**src/if_pkg.sv**
```systemverilog
// Widths, types and constants shared by every fetch stage block
// Instructions are 32 bits and word aligned, there is no compressed support
// FETCH_DEPTH must stay a power of two, pointers wrap by overflow
`default_nettype none

package if_pkg;

  //////////////////////////////
  // Vector types
  //////////////////////////////

  typedef logic [31:0] addr_t;
  typedef logic [31:0] instr_word_t;
  // Upper bits of mtvec, the low 7 bits of the base are implied zero
  typedef logic [24:0] mtvec_base_t;
  typedef logic [4:0]  mtvec_index_t;
  typedef logic [7:0]  lfsr_t;
  typedef logic [3:0]  dummy_freq_t;
  typedef logic [5:0]  gap_cnt_t;

  // Fetch target sources driven by the controller
  typedef enum logic [3:0] {
    PC_BOOT     = 4'd0,
    PC_JUMP     = 4'd1,
    PC_BRANCH   = 4'd2,
    PC_MRET     = 4'd3,
    PC_DRET     = 4'd4,
    PC_TRAP_EXC = 4'd5,
    PC_TRAP_IRQ = 4'd6,
    PC_TRAP_DBD = 4'd7,
    PC_TRAP_DBE = 4'd8,
    PC_TRAP_NMI = 4'd9
  } pc_mux_e;

  //////////////////////////////
  // Bundles
  //////////////////////////////

  // Controller commands to IF
  typedef struct packed {
    logic         pc_set;
    pc_mux_e      pc_mux;
    mtvec_index_t mtvec_index;
    logic         kill_if;
    logic         halt_if;
  } ctrl_if_t;

  // Candidate redirect targets
  typedef struct packed {
    addr_t       boot_addr;
    addr_t       jump_target;
    addr_t       branch_target;
    addr_t       mepc;
    addr_t       dpc;
    addr_t       dm_halt_addr;
    addr_t       dm_exception_addr;
    mtvec_base_t mtvec_base;
  } pc_targets_t;

  // One fetched word with the address it came from
  typedef struct packed {
    addr_t       addr;
    instr_word_t word;
    logic        bus_err;
  } fetch_entry_t;

  typedef struct packed {
    logic        instr_valid;
    addr_t       pc;
    instr_word_t instr;
    logic        bus_err;
    logic        dummy;
  } if_id_pipe_t;

  typedef struct packed {
    logic        dummy_en;
    dummy_freq_t dummy_freq;
  } xsecure_ctrl_t;

  //////////////////////////////
  // Constants
  //////////////////////////////

  localparam mtvec_index_t NMI_MTVEC_INDEX = 5'd15;
  // Buffer depth, also the cap on requests in flight
  localparam int unsigned  FETCH_DEPTH     = 2;
  localparam int unsigned  FETCH_PTR_W     = $clog2(FETCH_DEPTH);
  // R-type ALU opcode, dummies always target x0
  localparam logic [6:0]   DUMMY_OPCODE    = 7'b0110011;
  localparam lfsr_t        LFSR_SEED       = 8'hA5;
  // x^8 + x^6 + x^5 + x^4 + 1
  localparam lfsr_t        LFSR_TAPS       = 8'hB8;

endpackage

`default_nettype wire

```
**src/if_dummy_issue.sv**
```systemverilog
// Outputs are combinational, only the LFSR and gap counter are registered
// A dummy takes the head entry's address even when the buffer is empty
// Gap limit follows dummy_freq live, the LFSR only moves on a dummy
`timescale 1ns/10ps
`default_nettype none

module if_dummy_issue import if_pkg::*; (
  input  logic          clk,
  input  logic          rst_n,
  input  ctrl_if_t      ctrl_i,
  input  xsecure_ctrl_t xsecure_i,
  input  logic          head_valid_i,
  input  fetch_entry_t  head_i,
  input  logic          id_ready_i,
  output logic          pop_o,
  output logic          if_valid_o,
  output logic          issue_o,
  output fetch_entry_t  issue_entry_o,
  output logic          issue_dummy_o,
  output logic          lfsr_shift_o
);

  lfsr_t       lfsr_q;
  gap_cnt_t    gap_cnt_q;
  gap_cnt_t    gap_lim;
  logic        first_q;
  logic [6:0]  gap_range;
  logic        dummy_due;
  logic        real_issue;
  instr_word_t dummy_word;

  //////////////////////////////
  // Dummy pacing
  //////////////////////////////

  // Range of 4 * (freq + 1), from 4 up to 64
  assign gap_range = {1'b0, xsecure_i.dummy_freq, 2'b00} + 7'd4;
  assign gap_lim   = gap_cnt_t'({1'b0, lfsr_q[5:0]} % gap_range);

  // At least one real instruction, then gap_lim more
  assign dummy_due = xsecure_i.dummy_en && first_q && (gap_cnt_q >= gap_lim);

  // Random ALU op into x0
  assign dummy_word = {7'b0, lfsr_q[7:3], lfsr_q[4:0], lfsr_q[2:0], 5'b0, DUMMY_OPCODE};

  //////////////////////////////
  // Handshake
  //////////////////////////////

  assign if_valid_o = (head_valid_i || dummy_due) && !ctrl_i.kill_if && !ctrl_i.halt_if;
  // Kill drains the head, a dummy leaves it in place
  assign pop_o      = head_valid_i &&
                      (ctrl_i.kill_if || (id_ready_i && !dummy_due && !ctrl_i.halt_if));
  assign issue_o    = if_valid_o && id_ready_i;
  assign real_issue = issue_o && !dummy_due;

  assign issue_dummy_o = dummy_due;
  assign lfsr_shift_o  = issue_o && dummy_due;

  assign issue_entry_o = '{addr: head_i.addr,
                           word: dummy_due ? dummy_word : head_i.word,
                           bus_err: dummy_due ? 1'b0 : head_i.bus_err};

  // LFSR and count of real instructions since the last dummy
  always_ff @(posedge clk or negedge rst_n) begin
    if (!rst_n) begin
      lfsr_q    <= LFSR_SEED;
      gap_cnt_q <= '0;
      first_q   <= 1'b0;
    end else if (lfsr_shift_o) begin
      lfsr_q    <= {lfsr_q[6:0], ^(lfsr_q & LFSR_TAPS)};
      gap_cnt_q <= '0;
      first_q   <= 1'b0;
    end else if (real_issue) begin
      if (!first_q) begin
        first_q <= 1'b1;
      end else if (gap_cnt_q < gap_lim) begin
        // Saturates so a disabled dummy fires at once when enabled
        gap_cnt_q <= gap_cnt_q + 6'd1;
      end
    end
  end

endmodule

`default_nettype wire

```
**src/if_fetch_fifo.sv**
```systemverilog
// Push when full and pop when empty are ignored
// Flush has priority over push and pop in the same cycle
`timescale 1ns/10ps
`default_nettype none

module if_fetch_fifo import if_pkg::*; (
  input  logic         clk,
  input  logic         rst_n,
  input  logic         flush_i,
  input  logic         push_i,
  input  fetch_entry_t push_entry_i,
  input  logic         pop_i,
  output logic         head_valid_o,
  output fetch_entry_t head_o,
  output logic [1:0]   free_o
);

  fetch_entry_t           mem_q [FETCH_DEPTH];
  logic [FETCH_PTR_W-1:0] wr_ptr_q;
  logic [FETCH_PTR_W-1:0] rd_ptr_q;
  logic [1:0]             count_q;
  logic                   push_ok;
  logic                   pop_ok;

  assign push_ok = push_i && (count_q != 2'(FETCH_DEPTH));
  assign pop_ok  = pop_i && head_valid_o;

  // Head is presented as soon as it is written
  assign head_valid_o = (count_q != 2'd0);
  assign head_o       = mem_q[rd_ptr_q];
  assign free_o       = 2'(FETCH_DEPTH) - count_q;

  // Pointers and fill level
  always_ff @(posedge clk or negedge rst_n) begin
    if (!rst_n) begin
      wr_ptr_q <= '0;
      rd_ptr_q <= '0;
      count_q  <= 2'd0;
    end else if (flush_i) begin
      wr_ptr_q <= '0;
      rd_ptr_q <= '0;
      count_q  <= 2'd0;
    end else begin
      if (push_ok) begin
        wr_ptr_q <= wr_ptr_q + FETCH_PTR_W'(1);
      end
      if (pop_ok) begin
        rd_ptr_q <= rd_ptr_q + FETCH_PTR_W'(1);
      end
      count_q <= count_q + {1'b0, push_ok} - {1'b0, pop_ok};
    end
  end

  // Entry storage
  always_ff @(posedge clk) begin
    if (push_ok) begin
      mem_q[wr_ptr_q] <= push_entry_i;
    end
  end

endmodule

`default_nettype wire

```
**src/if_id_register.sv**
```systemverilog
// Loads on issue, clears valid when ID takes nothing new
// Holds everything while ID stalls
`timescale 1ns/10ps
`default_nettype none

module if_id_register import if_pkg::*; (
  input  logic         clk,
  input  logic         rst_n,
  input  logic         issue_i,
  input  fetch_entry_t issue_entry_i,
  input  logic         issue_dummy_i,
  input  logic         id_ready_i,
  output if_id_pipe_t  if_id_pipe_o
);

  // IF/ID pipeline register
  always_ff @(posedge clk or negedge rst_n) begin
    if (!rst_n) begin
      if_id_pipe_o <= '0;
    end else if (issue_i) begin
      if_id_pipe_o.instr_valid <= 1'b1;
      if_id_pipe_o.pc          <= issue_entry_i.addr;
      if_id_pipe_o.instr       <= issue_entry_i.word;
      // Dummies never carry a fetch error
      if_id_pipe_o.bus_err     <= issue_entry_i.bus_err;
      if_id_pipe_o.dummy       <= issue_dummy_i;
    end else if (id_ready_i) begin
      // ID consumed the old one and nothing replaced it
      if_id_pipe_o.instr_valid <= 1'b0;
    end
  end

endmodule

`default_nettype wire

```
**src/if_pc_mux.sv**
```systemverilog
// Purely combinational, the target is valid only while pc_set is high
// Bits 1:0 of every target are cleared, fetch is word aligned
`timescale 1ns/10ps
`default_nettype none

module if_pc_mux import if_pkg::*; (
  input  ctrl_if_t    ctrl_i,
  input  pc_targets_t targets_i,
  output addr_t       redirect_addr_o,
  output logic        csr_mtvec_init_o
);

  addr_t target;

  // Next fetch address
  always_comb begin
    target = targets_i.boot_addr;
    case (ctrl_i.pc_mux)
      PC_BOOT:     target = targets_i.boot_addr;
      PC_JUMP:     target = targets_i.jump_target;
      PC_BRANCH:   target = targets_i.branch_target;
      // Return from trap
      PC_MRET:     target = targets_i.mepc;
      // Return from debug mode
      PC_DRET:     target = targets_i.dpc;
      // Exceptions share the mtvec base
      PC_TRAP_EXC: target = {targets_i.mtvec_base, 7'b0};
      // Vectored interrupts, one word per index
      PC_TRAP_IRQ: target = {targets_i.mtvec_base, ctrl_i.mtvec_index, 2'b00};
      PC_TRAP_DBD: target = targets_i.dm_halt_addr;
      PC_TRAP_DBE: target = targets_i.dm_exception_addr;
      // NMI sits in a fixed vector slot
      PC_TRAP_NMI: target = {targets_i.mtvec_base, NMI_MTVEC_INDEX, 2'b00};
      default:     target = targets_i.boot_addr;
    endcase
  end

  // No 16-bit instructions, so low bits are dropped
  assign redirect_addr_o = {target[31:2], 2'b00};

  // CSR block loads mtvec on the boot jump
  assign csr_mtvec_init_o = ctrl_i.pc_set && (ctrl_i.pc_mux == PC_BOOT);

endmodule

`default_nettype wire

```
**src/if_prefetch_ctrl.sv**
```systemverilog
// Idle after reset until the first pc_set, then fetches consecutive words
// A request not yet granted is held stable even across a redirect
// Requests in flight plus buffered words never exceed FETCH_DEPTH
`timescale 1ns/10ps
`default_nettype none

module if_prefetch_ctrl import if_pkg::*; (
  input  logic         clk,
  input  logic         rst_n,
  input  logic         pc_set_i,
  input  addr_t        redirect_addr_i,
  input  logic [1:0]   fifo_free_i,
  output logic         instr_req_o,
  output addr_t        instr_addr_o,
  input  logic         instr_gnt_i,
  input  logic         instr_rvalid_i,
  input  instr_word_t  instr_rdata_i,
  input  logic         instr_err_i,
  output logic         push_o,
  output fetch_entry_t push_entry_o,
  output logic         flush_o,
  output logic         busy_o
);

  logic                   active_q;
  addr_t                  fetch_addr_q;
  logic                   hold_q;
  logic                   hold_stale_q;
  addr_t                  hold_addr_q;
  logic [1:0]             out_cnt_q;
  logic [1:0]             out_cnt_d;
  logic [1:0]             drop_cnt_q;
  addr_t                  addr_queue [FETCH_DEPTH];
  logic [FETCH_PTR_W-1:0] aq_wr_ptr_q;
  logic [FETCH_PTR_W-1:0] aq_rd_ptr_q;
  logic                   req_stale;
  logic                   accept;
  logic                   resp_drop;

  //////////////////////////////
  // Request side
  //////////////////////////////

  // Held request belongs to the old stream once a redirect was seen
  assign req_stale = hold_q && (hold_stale_q || pc_set_i);

  // New requests wait one cycle after a redirect
  assign instr_req_o  = hold_q || (active_q && !pc_set_i && (out_cnt_q < fifo_free_i));
  assign instr_addr_o = hold_q ? hold_addr_q : fetch_addr_q;
  assign accept       = instr_req_o && instr_gnt_i;

  //////////////////////////////
  // Response side
  //////////////////////////////

  // Oldest responses are the ones to throw away
  assign resp_drop = instr_rvalid_i && (drop_cnt_q != 2'd0);
  assign out_cnt_d = out_cnt_q + {1'b0, accept} - {1'b0, instr_rvalid_i};

  assign flush_o      = pc_set_i;
  assign push_o       = instr_rvalid_i && !resp_drop && !pc_set_i;
  assign push_entry_o = '{addr: addr_queue[aq_rd_ptr_q], word: instr_rdata_i,
                          bus_err: instr_err_i};
  assign busy_o       = hold_q || (out_cnt_q != 2'd0);

  always_ff @(posedge clk or negedge rst_n) begin
    if (!rst_n) begin
      active_q     <= 1'b0;
      fetch_addr_q <= '0;
      hold_q       <= 1'b0;
      hold_stale_q <= 1'b0;
      out_cnt_q    <= 2'd0;
      drop_cnt_q   <= 2'd0;
      aq_wr_ptr_q  <= '0;
      aq_rd_ptr_q  <= '0;
    end else begin
      hold_q       <= instr_req_o && !instr_gnt_i;
      hold_stale_q <= instr_req_o && !instr_gnt_i && req_stale;
      out_cnt_q    <= out_cnt_d;
      if (pc_set_i) begin
        active_q     <= 1'b1;
        fetch_addr_q <= redirect_addr_i;
        // Everything still in flight is from the old stream
        drop_cnt_q   <= out_cnt_d;
      end else begin
        if (accept && !req_stale) begin
          fetch_addr_q <= fetch_addr_q + 32'd4;
        end
        drop_cnt_q <= drop_cnt_q - {1'b0, resp_drop} + {1'b0, accept && req_stale};
      end
      if (accept) begin
        aq_wr_ptr_q <= aq_wr_ptr_q + FETCH_PTR_W'(1);
      end
      if (instr_rvalid_i) begin
        aq_rd_ptr_q <= aq_rd_ptr_q + FETCH_PTR_W'(1);
      end
    end
  end

  // Address of each request in flight, in bus order
  always_ff @(posedge clk) begin
    if (accept) begin
      addr_queue[aq_wr_ptr_q] <= instr_addr_o;
    end
    if (instr_req_o && !instr_gnt_i) begin
      hold_addr_q <= instr_addr_o;
    end
  end

endmodule

`default_nettype wire

```
**src/if_stage_top.sv**
```systemverilog
// Instruction fetch stage, nothing fetched until the first pc_set
// Bus is req/gnt/rvalid with in-order responses, one per grant
// Up to FETCH_DEPTH requests in flight
`timescale 1ns/10ps
`default_nettype none

module if_stage_top import if_pkg::*; (
  input  logic          clk,
  input  logic          rst_n,
  input  ctrl_if_t      ctrl_i,
  input  pc_targets_t   targets_i,
  input  xsecure_ctrl_t xsecure_i,
  input  logic          id_ready_i,
  // Instruction bus
  output logic          instr_req_o,
  output addr_t         instr_addr_o,
  input  logic          instr_gnt_i,
  input  logic          instr_rvalid_i,
  input  instr_word_t   instr_rdata_i,
  input  logic          instr_err_i,
  // To ID and CSR
  output if_id_pipe_t   if_id_pipe_o,
  output logic          if_valid_o,
  output logic          if_busy_o,
  output logic          csr_mtvec_init_o,
  output logic          lfsr_shift_o
);

  addr_t        redirect_addr;
  logic [1:0]   fifo_free;
  logic         push;
  fetch_entry_t push_entry;
  logic         flush;
  logic         head_valid;
  fetch_entry_t head;
  logic         pop;
  logic         issue;
  fetch_entry_t issue_entry;
  logic         issue_dummy;

  // Target select
  if_pc_mux i_if_pc_mux (
    .ctrl_i           (ctrl_i),
    .targets_i        (targets_i),
    .redirect_addr_o  (redirect_addr),
    .csr_mtvec_init_o (csr_mtvec_init_o)
  );

  // Bus requests
  if_prefetch_ctrl i_if_prefetch_ctrl (
    .clk             (clk),
    .rst_n           (rst_n),
    .pc_set_i        (ctrl_i.pc_set),
    .redirect_addr_i (redirect_addr),
    .fifo_free_i     (fifo_free),
    .instr_req_o     (instr_req_o),
    .instr_addr_o    (instr_addr_o),
    .instr_gnt_i     (instr_gnt_i),
    .instr_rvalid_i  (instr_rvalid_i),
    .instr_rdata_i   (instr_rdata_i),
    .instr_err_i     (instr_err_i),
    .push_o          (push),
    .push_entry_o    (push_entry),
    .flush_o         (flush),
    .busy_o          (if_busy_o)
  );

  // Response buffer
  if_fetch_fifo i_if_fetch_fifo (
    .clk          (clk),
    .rst_n        (rst_n),
    .flush_i      (flush),
    .push_i       (push),
    .push_entry_i (push_entry),
    .pop_i        (pop),
    .head_valid_o (head_valid),
    .head_o       (head),
    .free_o       (fifo_free)
  );

  // Issue with dummy insertion
  if_dummy_issue i_if_dummy_issue (
    .clk           (clk),
    .rst_n         (rst_n),
    .ctrl_i        (ctrl_i),
    .xsecure_i     (xsecure_i),
    .head_valid_i  (head_valid),
    .head_i        (head),
    .id_ready_i    (id_ready_i),
    .pop_o         (pop),
    .if_valid_o    (if_valid_o),
    .issue_o       (issue),
    .issue_entry_o (issue_entry),
    .issue_dummy_o (issue_dummy),
    .lfsr_shift_o  (lfsr_shift_o)
  );

  // IF/ID register
  if_id_register i_if_id_register (
    .clk           (clk),
    .rst_n         (rst_n),
    .issue_i       (issue),
    .issue_entry_i (issue_entry),
    .issue_dummy_i (issue_dummy),
    .id_ready_i    (id_ready_i),
    .if_id_pipe_o  (if_id_pipe_o)
  );

endmodule

`default_nettype wire

```
**config.mk**
```make
export PLATFORM = sky130hd
export DESIGN_NAME = if_stage_top
export DESIGN_NICKNAME = d
export VERILOG_FILES = /design/src/if_pkg.sv /design/src/if_dummy_issue.sv /design/src/if_fetch_fifo.sv /design/src/if_id_register.sv /design/src/if_pc_mux.sv /design/src/if_prefetch_ctrl.sv /design/src/if_stage_top.sv
export SDC_FILE = /design/constraint.sdc
export NUM_CORES = 1
export LEC_CHECK = 0
export BUFFER_PORTS_ARGS = -buffer_cell sky130_fd_sc_hd__buf_2
export CAP_MARGIN = 20
export CORE_MARGIN = 2
export CORE_UTILIZATION = 34
export CTS_CLUSTER_DIAMETER = 120
export DETAILED_ROUTE_END_ITERATION = 6
export GPL_ROUTABILITY_DRIVEN = 0
export HOLD_SLACK_MARGIN = 0.03
export SKIP_LAST_GASP = 1
export SLEW_MARGIN = 20
export SYNTH_ARGS = -nofsm -noshare
export SYNTH_HDL_FRONTEND = slang
export SYNTH_SLANG_ARGS = --single-unit
```
**constraint.sdc**
```tcl
create_clock -name clk -period 9.9 [get_ports clk]
set_input_delay 1.485 -clock clk [delete_from_list [all_inputs] [get_ports clk]]
set_output_delay 1.485 -clock clk [all_outputs]
set_load 0.05 [all_outputs]
```
==> summary.txt, run 1 <==
Tot GR Track Use - 19.9%
fin nets - 2,177
Residual DRC - 0
crit path DAT - 8.14 ns
grt ovf - 0
Post-DRT Antenna Nets - 0
port bufs - 393
post-synthesis sequential area ratio - 58.8%
area added between synthesis and finish - 26.3%
CTS tree - yes
peak supply drop - 95.6 µV
Clock Skew - 0.0154 ns
crit path launch - xsecure_i[0]
Min Clock Period, post-route - 9.63 ns
root buf cell - clkbuf_16
largest net degree at the start of global routing - 69
Die Height - 227 µm
slowest stage cell, crit path - mux2_2
core area - 49,000 µm²
syn nets - 1,767
synthesized area - 16,900 µm²
reg2reg path depth - 45
ranking of synthesized cells by area - edfxtp_1, dfrtp_1, mux2_2, mux2i_1, o21ai_0
Hold Path Class - register to register
vias in the first global route - 13,100
Hold Path Sink - i_if_id_register.if_id_pipe_o[21]
Hold Startpoint - i_if_id_register.if_id_pipe_o[21]
post-layout util - 43.5%
Vias/cell - 5.12
Gate Count Post-Synth - 1,426
initial core utilization - 34.4%
cell internal pwr - 3.44 mW
TritonCTS Sinks - 351
Final Hold Vio Count - 0
NetSw - 2.16 mW
layout cells sized above 1 - 34.1%
Crit Path Max Fanout - 6
Yosys reg bits - 351
power density over the cells - 263 nW/µm²
site row count - 81
LEAKAGE - 8.70 nW
Worst Tran Pin Value - 1.08 ns
period utilization - 97.2%
RR Endpoint - i_if_fetch_fifo.count_q[1]
Crit. End Element - output port
WHS Path Cells - 2
Post-synth ARST share - 35.6%
Seq pwr share - 38.7%
Yosys top cell area share - 40.3%
dpl cells - 2,454
Iteration-0 DRC Markers - 880
Vias - 13,000
startpoint types - input pin
top cell type by total area after synthesis - edfxtp_1
Netlist cell types - 67
setup_tns - 0 ns
commonest non-fill, non-tap cell in the layout - buf_2
die area - 51,400 µm²
Slew Viols, Final - 0
r2r setup slk - 1.69 ns
htree depth - 2
final WL - 52,400 µm
global-route wire length before repair - 77,300 µm
Pre-antenna DRT Iters - 7
type of the worst setup path - input pin to output port
io pins - 408
Die X - 227 µm
initial antenna violation count - 8
hpwl dp - 38,700 µm
Max Cap Viol - 0
Primary FF master, synth - edfxtp_1
Slew headroom - 27.9%
Reg-to-Reg Start - i_if_dummy_issue.lfsr_q[5]
most frequent cells in the layout - buf_2, edfxtp_1, nand2_1
Bufs on Longest Clock Path - 3
later-pin clock latency in the skew report - 0.54 ns
Critical Path Max Stage Delay - 0.34 ns
routed len/inst - 20.7 µm
Crit path required time - 8.42 ns
Post-synth EDFFs - 226
CTS Buf Count - 39
syn_area_per_cell - 11.8 µm²
Synth warnings - 0
Layout Cells excl Fill - 2,533
Sw Ratio - 38.5%
status - completed
Clock Power Share - 25.2%
CTS clk-pin slew, worst paths - 0.06 ns
Setup Viol. Count Final - 0
Gate power share - 36.1%
Fmax - 104 MHz
[cell type report]
| type | instances | area, µm² |
|---|---|---|
| antenna | 4 | 10.0 |
| clock buffer | 49 | 1060 |
| clock inverter | 21 | 190 |
| fill | 4622 | 27700 |
| inverter | 42 | 158 |
| multi-input combinational | 951 | 6670 |
| sequential | 351 | 9920 |
| tap | 664 | 831 |
| timing repair buffer | 451 | 2450 |
[metrics by stage]
stage          power (mW)  setup slack (ns)  cell area [µm²]  hold WS, ns
4_1_cts              5.66            0.0118            21100        0.473
2_1_floorplan        3.58            -0.210            16900        0.441
5_1_grt              5.90            -0.115            21300        0.498
6_report             5.60             0.272            21300        0.467
3_3_place_gp         4.17           -0.0936            19800        0.455
3_5_place_dp         4.22            -0.435            19800        0.460
[power by group through the flow]
stage / Combinational, mW / Clock [mW] / Sequential, mW
5_1_grt: 2.17 / 1.52 / 2.21
3_3_place_gp: 1.99 / 0 / 2.19
4_1_cts: 2.03 / 1.46 / 2.17
6_report: 2.02 / 1.41 / 2.16
2_1_floorplan: 1.04 / 0 / 2.54
3_5_place_dp: 2.02 / 0 / 2.20
[worst max-delay path: cells and delay by family]
kind | cells | cell delay [ns]
multiplexers | 3 | 0.64
AND/OR/NAND/NOR | 11 | 1.48
adder cells (fa/ha/maj) | 7 | 1.75
buffers and inverters | 7 | 1.01
AO/OA/AOI/OAI | 12 | 1.75
[synth_stat cells (15+ instances only)]
master,number
xor2_1,16
a211oi_1,19
mux2_2,69
o21ai_0,132
ha_1,37
nand2_1,139
xnor2_1,35
a21oi_1,63
mux2i_1,75
nor2_1,86
buf_2,16
clkbuf_1,59
nand2b_1,21
inv_1,41
nor2b_1,21
nand3_1,17
a221oi_1,15
edfxtp_1,226
o22ai_1,19
dfrtp_1,121
a22oi_1,20
[what timing repair did]
action,in CTS,in global routing
gates resized for setup,8,31
setup buffers,0,5
endpoints found under the hold margin,0,0
pin swaps,2,19
hold buffers,0,0
setup endpoints to repair,2,2
[worst max-delay path by stage]
| stage | slack, ns | cells after the start | endpoint |
|---|---|---|---|
| 3_5_place_dp | -0.43 | 37 | if_valid_o |
| 4_1_cts | 0.01 | 38 | if_valid_o |
| 3_3_place_gp | -0.09 | 37 | if_valid_o |
| 2_1_floorplan | -0.21 | 32 | if_valid_o |
| 5_1_grt | -0.12 | 40 | if_valid_o |
| 6_report | 0.27 | 40 | if_valid_o |
[sequential cells by signal, indices dropped and copies added, names as in the netlist]
signal / count
i_if_prefetch_ctrl.aq_rd_ptr_q: 1
i_if_fetch_fifo.count_q: 2
i_if_fetch_fifo.mem_q: 130
i_if_prefetch_ctrl.hold_q: 1
i_if_prefetch_ctrl.out_cnt_q: 2
i_if_dummy_issue.lfsr_q: 8
i_if_prefetch_ctrl.hold_stale_q: 1
i_if_prefetch_ctrl.addr_queue: 64
i_if_dummy_issue.first_q: 1
i_if_id_register.if_id_pipe_o: 67
i_if_prefetch_ctrl.aq_wr_ptr_q: 1
i_if_fetch_fifo.wr_ptr_q: 1
i_if_prefetch_ctrl.fetch_addr_q: 30
i_if_prefetch_ctrl.active_q: 1
i_if_prefetch_ctrl.hold_addr_q: 32
i_if_fetch_fifo.rd_ptr_q: 1
i_if_dummy_issue.gap_cnt_q: 6
i_if_prefetch_ctrl.drop_cnt_q: 2
[metal layers]
| layer | global-route usage [%] | vias to the layer above | part of all wire, % |
|---|---|---|---|
| li1 | - | 6101 | - |
| met1 | 24.2 | 6139 | 40 |
| met2 | 33.2 | 589 | 47 |
| met3 | 3.43 | 129 | 6.8 |
| met4 | 12.1 | 2 | 5.7 |
| met5 | 0 | - | 0.025 |
[logic make-up after synthesis]
kind of cell,share of synthesized area (%)
buffers and inverters,2.92
XOR/XNOR,2.65
AO/OA/AOI/OAI,13.9
multiplexers,9.20
flip-flops,58.8
adder cells (fa/ha/maj),2.75
AND/OR/NAND/NOR,9.70
Note: power is estimated with default switching activity, not from simulation.
==> run 2: changes to the inputs <==
--- a/config.mk
+++ b/config.mk
@@ -5,7 +5,7 @@
 export SDC_FILE = /design/constraint.sdc
 export NUM_CORES = 1
 export LEC_CHECK = 0
-export BUFFER_PORTS_ARGS = -buffer_cell sky130_fd_sc_hd__buf_2
+export BUFFER_PORTS_ARGS = -buffer_cell sky130_fd_sc_hd__buf_4
 export CAP_MARGIN = 20
 export CORE_MARGIN = 2
 export CORE_UTILIZATION = 34
==> constraint.sdc (replaced) <==
create_clock -name clk -period 10.7 [get_ports clk]
set_input_delay 1.605 -clock clk [delete_from_list [all_inputs] [get_ports clk]]
set_output_delay 1.605 -clock clk [all_outputs]
set_load 0.05 [all_outputs]
==> summary.txt, run 2 (synthesized netlist as in run 1, its figures left out) <==
Min Clock Period, post-route - 10.33 ns
Clock Skew - 0.0125 ns (-0.00296 ns)
io pins - 408 (unchanged)
grt ovf - 0 (unchanged)
initial antenna violation count - 5 (-3)
Crit. End Element - output port
Gate power share - 36.4% (+0.3 points)
Reg-to-Reg Start - i_if_dummy_issue.lfsr_q[5]
hpwl dp - 39,300 µm (+1.6%)
htree depth - 2 (unchanged)
Final Hold Vio Count - 0 (unchanged)
core area - 49,000 µm² (unchanged)
die area - 51,400 µm² (unchanged)
LEAKAGE - 8.85 nW (+1.7%)
period utilization - 96.6%
Crit Path Max Fanout - 6 (unchanged)
worst hold slack - 0.472 ns (+0.00477 ns)
Pre-antenna DRT Iters - 5 (-2)
TritonCTS Sinks - 351 (unchanged)
peak supply drop - 99.5 µV (+4.1%)
initial core utilization - 34.4% (unchanged)
fin nets - 2,148 (-1.3%)
Bufs on Longest Clock Path - 3 (unchanged)
Worst Tran Pin Value - 1.11 ns (+0.0230 ns)
PnR Total Power - 5.35 mW (-4.4%)
max reg flops - 130 (unchanged)
CTS tree - yes
RR Endpoint - i_if_fetch_fifo.count_q[1]
Max Cap Viol - 0 (unchanged)
most used cell, CP - ha_1
Vias - 13,000 (+0.38%)
Seq pwr share - 37.8% (-0.9 points)
reg2reg path depth - 40 (-11%)
commonest non-fill, non-tap cell in the layout - buf_4
routed len/inst - 21.4 µm (+3.6%)
slowest stage cell, crit path - mux2_2
area added between synthesis and finish - 30.6%
type of the worst setup path - input pin to output port
Setup Viol. Count Final - 0 (unchanged)
dpl cells - 2,421 (-1.3%)
root buf cell - clkbuf_16
Vias/cell - 5.19 (+1.5%)
startpoint types - input pin
Slew Viols, Final - 0 (unchanged)
NetSw - 2.00 mW (-7.1%)
Die Height - 227 µm (unchanged)
Biggest register - i_if_fetch_fifo.mem_q
site row count - 81 (unchanged)
biggest regs - i_if_fetch_fifo.mem_q (130), i_if_id_register.if_id_pipe_o (67), i_if_prefetch_ctrl.addr_queue (64)
later-pin clock latency in the skew report - 0.52 ns (-0.02 ns)
Sw Ratio - 37.4% (-1.1 points)
CTS clk-pin slew, worst paths - 0.06 ns (about the same)
vias in the first global route - 13,100 (+0.29%)
cell internal pwr - 3.35 mW (-2.7%)
Critical Path Max Stage Delay - 0.36 ns (+0.02 ns)
crit path launch - xsecure_i[1]
Fmax - 96.8 MHz
Iteration-0 DRC Markers - 887 (+0.80%)
crit path DAT - 8.73 ns (+0.59 ns)
global-route wire length before repair - 78,600 µm (+1.6%)
r2r setup slk - 2.05 ns (+0.36 ns)
Post-DP Area - 20,500 µm² (+3.5%)
Hold Startpoint - i_if_prefetch_ctrl.active_q
Residual DRC - 0 (unchanged)
hold_buf cts - 0 (unchanged)
Slew headroom - 26.2% (-1.7 points)
Die X - 227 µm (unchanged)
Crit path required time - 9.10 ns (+0.68 ns)
power density over the cells - 243 nW/µm² (-7.5%)
final WL - 53,700 µm (+2.5%)
largest net degree at the start of global routing - 69 (unchanged)
port bufs - 393 (unchanged)
Post-DRT Antenna Nets - 0 (unchanged)
CP Capture Point - if_valid_o
Tot GR Track Use - 20.3% (+0.33 points)
Clock Power Share - 25.8% (+0.6 points)
most frequent cells in the layout - buf_4, edfxtp_1, nand2_1
Hold Path Class - register to register
layout cells sized above 1 - 32.8% (-1.3 points)
status - completed
Design Area, Final - 22,000 µm² (+3.4%)
CTS Buf Count - 39 (unchanged)
Layout Cells excl Fill - 2,506 (-1.1%)
post-layout util - 45.0% (+1.5 points)
-- run 2: final cells by class --
class	count	area (µm²)
fillers	4606	26900
flip-flops and latches	351	9920
multi-input cells	951	6590
repair buffers	422	3180
clock buffers	49	1090
well taps	664	831
clock inverters	22	248
inverters	42	158
diodes	5	12.5
-- run 2: power by group through the flow --
| stage | registers (mW) | clock network (mW) | logic [mW] |
|---|---|---|---|
| floorplan | 2.35 | 0 | 0.959 |
| global placement | 2.05 | 0 | 1.92 |
| detailed placement | 2.06 | 0 | 1.95 |
| CTS | 2.03 | 1.42 | 1.96 |
| global route | 2.06 | 1.47 | 2.09 |
| finish | 2.03 | 1.38 | 1.95 |
-- run 2: how the worst min path moves through the flow --
stage	to	cells after the start
final	i_if_prefetch_ctrl.active_q	1
after global routing	i_if_prefetch_ctrl.active_q	1
after CTS	i_if_prefetch_ctrl.active_q	1
after detailed placement	i_if_prefetch_ctrl.active_q	1
after global placement	i_if_prefetch_ctrl.active_q	1
after floorplan	i_if_prefetch_ctrl.active_q	1
-- run 2: critical path: cells and delay by family --
| family | cells | cell delay, ns |
|---|---|---|
| compound gates | 14 | 2.61 |
| fa+ha+maj | 7 | 2.00 |
| simple gates | 12 | 1.87 |
| mux | 1 | 0.36 |
| buf+inv | 2 | 0.29 |
-- run 2: repair_timing --
| action | 4_1_cts | 5_1_grt |
|---|---|---|
| buffers inserted | 0 | 9 |
| gates resized for setup | 3 | 23 |
| setup endpoints to repair | 2 | 2 |
| pin swaps | 0 | 13 |
-- run 2: metal layers --
metal  track usage (%)  wire length [µm]  vias to the layer above  share of wire (%)
met5                 0                 0                        -                  0
met4              9.30              2370                        0                4.4
met3              3.84              3770                      114                7.0
met2              34.5             26100                      569                 49
met1              24.9             21500                     6276                 40
li1                  -                 -                     6050                  -
-- run 2: stage by stage --
stage,setup slack (ns),setup TNS (ns)
after detailed placement,-0.302,-0.528
after floorplan,0.343,0
after global routing,-0.0605,-0.113
final,0.368,0
after CTS,0.0517,0
after global placement,0.178,0
==> run 3: changes to the inputs <==
--- a/config.mk
+++ b/config.mk
@@ -7,12 +7,15 @@
 export LEC_CHECK = 0
 export BUFFER_PORTS_ARGS = -buffer_cell sky130_fd_sc_hd__buf_4
 export CAP_MARGIN = 20
+export CELL_PAD_IN_SITES_DETAIL_PLACEMENT = 1
+export CELL_PAD_IN_SITES_GLOBAL_PLACEMENT = 1
 export CORE_MARGIN = 2
 export CORE_UTILIZATION = 34
 export CTS_CLUSTER_DIAMETER = 120
 export DETAILED_ROUTE_END_ITERATION = 6
 export GPL_ROUTABILITY_DRIVEN = 0
 export HOLD_SLACK_MARGIN = 0.03
+export PLACE_DENSITY_LB_ADDON = 0.1
 export SKIP_LAST_GASP = 1
 export SLEW_MARGIN = 20
 export SYNTH_ARGS = -nofsm -noshare
==> summary.txt, run 3 (synthesized netlist as in run 1, its figures left out) <==
status - completed
initial core utilization - 34.4% (unchanged)
worst setup margin - 0.496 ns (+0.128 ns)
Die Height - 227 µm (unchanged)
fin nets - 2,153 (+0.23%)
Final Hold Vio Count - 0 (unchanged)
setup_tns - 0 ns (unchanged)
Iteration-0 DRC Markers - 820 (-7.6%)
htree depth - 2 (unchanged)
Die X - 227 µm (unchanged)
Clock Skew - 0.0222 ns (+0.00972 ns)
Biggest register - i_if_fetch_fifo.mem_q
crit path DAT - 8.60 ns (-0.13 ns)
global-route wire length before repair - 85,500 µm (+8.8%)
initial antenna violation count - 6 (+1)
Max Cap Viol - 0 (unchanged)
core area - 49,000 µm² (unchanged)
Residual DRC - 0 (unchanged)
site row count - 81 (unchanged)
Pre-antenna DRT Iters - 4 (-1)
final WL - 56,300 µm (+4.9%)
layout cells sized above 1 - 33.0% (+0.27 points)
slowest stage cell, crit path - mux2_2
peak supply drop - 152 µV (+53%)
CTS Buf Count - 39 (unchanged)
Crit path required time - 9.10 ns (about the same)
root buf cell - clkbuf_16
type of the worst setup path - input pin to output port
later-pin clock latency in the skew report - 0.53 ns (about the same)
post-layout util - 45.1% (+0.064 points)
commonest non-fill, non-tap cell in the layout - buf_4
Post-DRT Antenna Nets - 0 (unchanged)
biggest regs - i_if_fetch_fifo.mem_q (130), i_if_id_register.if_id_pipe_o (67), i_if_prefetch_ctrl.addr_queue (64)
power density over the cells - 240 nW/µm² (-1.1%)
Crit. End Element - output port
Crit Path Max Fanout - 6 (unchanged)
Vias/cell - 5.15 (-0.73%)
TritonCTS Sinks - 351 (unchanged)
Critical Path Max Stage Delay - 0.37 ns (about the same)
Bufs on Longest Clock Path - 3 (unchanged)
Setup Viol. Count Final - 0 (unchanged)
Vias - 12,900 (-0.58%)
routed len/inst - 22.4 µm (+4.7%)
Min Clock Period, post-route - 10.20 ns (-0.128 ns)
WP buf/inv - 4 (+2)
CTS clk-pin slew, worst paths - 0.06 ns (about the same)
Hold Path Class - register to register
Fmax - 98.0 MHz (+1.3%)
grt ovf - 0 (unchanged)
most frequent cells in the layout - buf_4, edfxtp_1, nand2_1
Slew headroom - 32.8% (+6.6 points)
hpwl dp - 40,700 µm (+3.5%)
most used cell, CP - ha_1
Worst Tran Pin Value - 1.01 ns (-0.0967 ns)
cell family with most CP delay - compound AO/OA/AOI/OAI gates
LEAKAGE - 8.85 nW (about the same)
Slew Viols, Final - 0 (unchanged)
largest net degree at the start of global routing - 66 (-4.3%)
io pins - 408 (unchanged)
port bufs - 393 (unchanged)
Tot GR Track Use - 22.1% (+1.8 points)
vias in the first global route - 14,100 (+7.6%)
CTS tree - yes
period utilization - 95.4% (-1.2 points)
worst hold slack - 0.474 ns (+0.00212 ns)
DP Worst Slack - -0.272 ns (+0.0291 ns)
die area - 51,400 µm² (unchanged)
max reg flops - 130 (unchanged)
startpoint types - input pin
PnR Total Power - 5.30 mW (-0.98%)
area added between synthesis and finish - 30.8%
## run 3: cell count changes in the layout (fill, tap and decap cells not counted), moves of 3 or more
cell / delta
clkinv_2: +3
clkbuf_1: +5
clkbuf_8: -3
buf_12: +3
clkinv_4: -3
## run 3: worst reg2reg max path: cells and delay by family, from the launching register on
kind | cells | cell delay [ns]
muxes | 3 | 0.73
DFF | 1 | 0.59
xor gates and xnor gates | 2 | 0.33
buffers and inverters | 6 | 0.74
and+or+nand+nor | 9 | 1.39
AOI/OAI and AO/OA | 13 | 2.48
adders and majority gates | 9 | 2.34
## run 3: where the power goes
| group | internal, mW | switching (mW) | leakage, nW |
|---|---|---|---|
| Clock | 0.767 | 0.531 | 0.597 |
| Sequential | 1.84 | 0.183 | 3.65 |
| Combinational | 0.679 | 1.30 | 4.60 |
## run 3: what timing repair did
action                                  CTS  global route
hold buffers                              0             0
endpoints found under the setup margin    2             2
endpoints found under the hold margin     0             0
gates resized for setup                   4            33
setup buffers                             0             4
pin swaps                                 0            11
## run 3: area by class of cell
class | count | area [µm²]
tap | 664 | 831
antenna | 6 | 15.0
clock buffer | 49 | 1010
multi-input combinational | 951 | 6660
sequential | 351 | 9920
inverter | 42 | 158
fill | 5310 | 26900
timing repair buffer | 427 | 3250
clock inverter | 20 | 200
## run 3: per-layer routing
| metal | wire length (µm) | share of wire, % | global-route usage [%] | vias up |
|---|---|---|---|---|
| met2 | 28000 | 50 | 38.6 | 347 |
| met1 | 23500 | 42 | 27.4 | 6451 |
| met3 | 3370 | 6.0 | 4.59 | 83 |
| li1 | - | - | - | 6051 |
| met4 | 1470 | 2.6 | 6.47 | 2 |
| met5 | 11 | 0.020 | 0 | - |
## run 3: final timing paths
check / from / to / slack (ns) / depth (start not counted)
setup reg to reg: i_if_dummy_issue.lfsr_q[5] / i_if_fetch_fifo.count_q[1] / 1.97 / 42
hold / removal: i_if_prefetch_ctrl.active_q / i_if_prefetch_ctrl.active_q / 0.47 / 1
max in group asynchronous: rst_n / i_if_fetch_fifo.rd_ptr_q / 8.14 / 2
hold reg to reg: i_if_prefetch_ctrl.active_q / i_if_prefetch_ctrl.active_q / 0.47 / 1
min in group asynchronous: rst_n / i_if_id_register.if_id_pipe_o[0] / 1.07 / 1
setup / recovery: xsecure_i[1] / if_valid_o / 0.50 / 38
## run 3: per-stage QoR
stage / instances / instance area (µm²)
detailed placement: 2431 / 20600
floorplan: 1426 / 16900
CTS: 2500 / 21900
global placement: 2430 / 20600
finish: 2510 / 22100
global route: 2509 / 22100
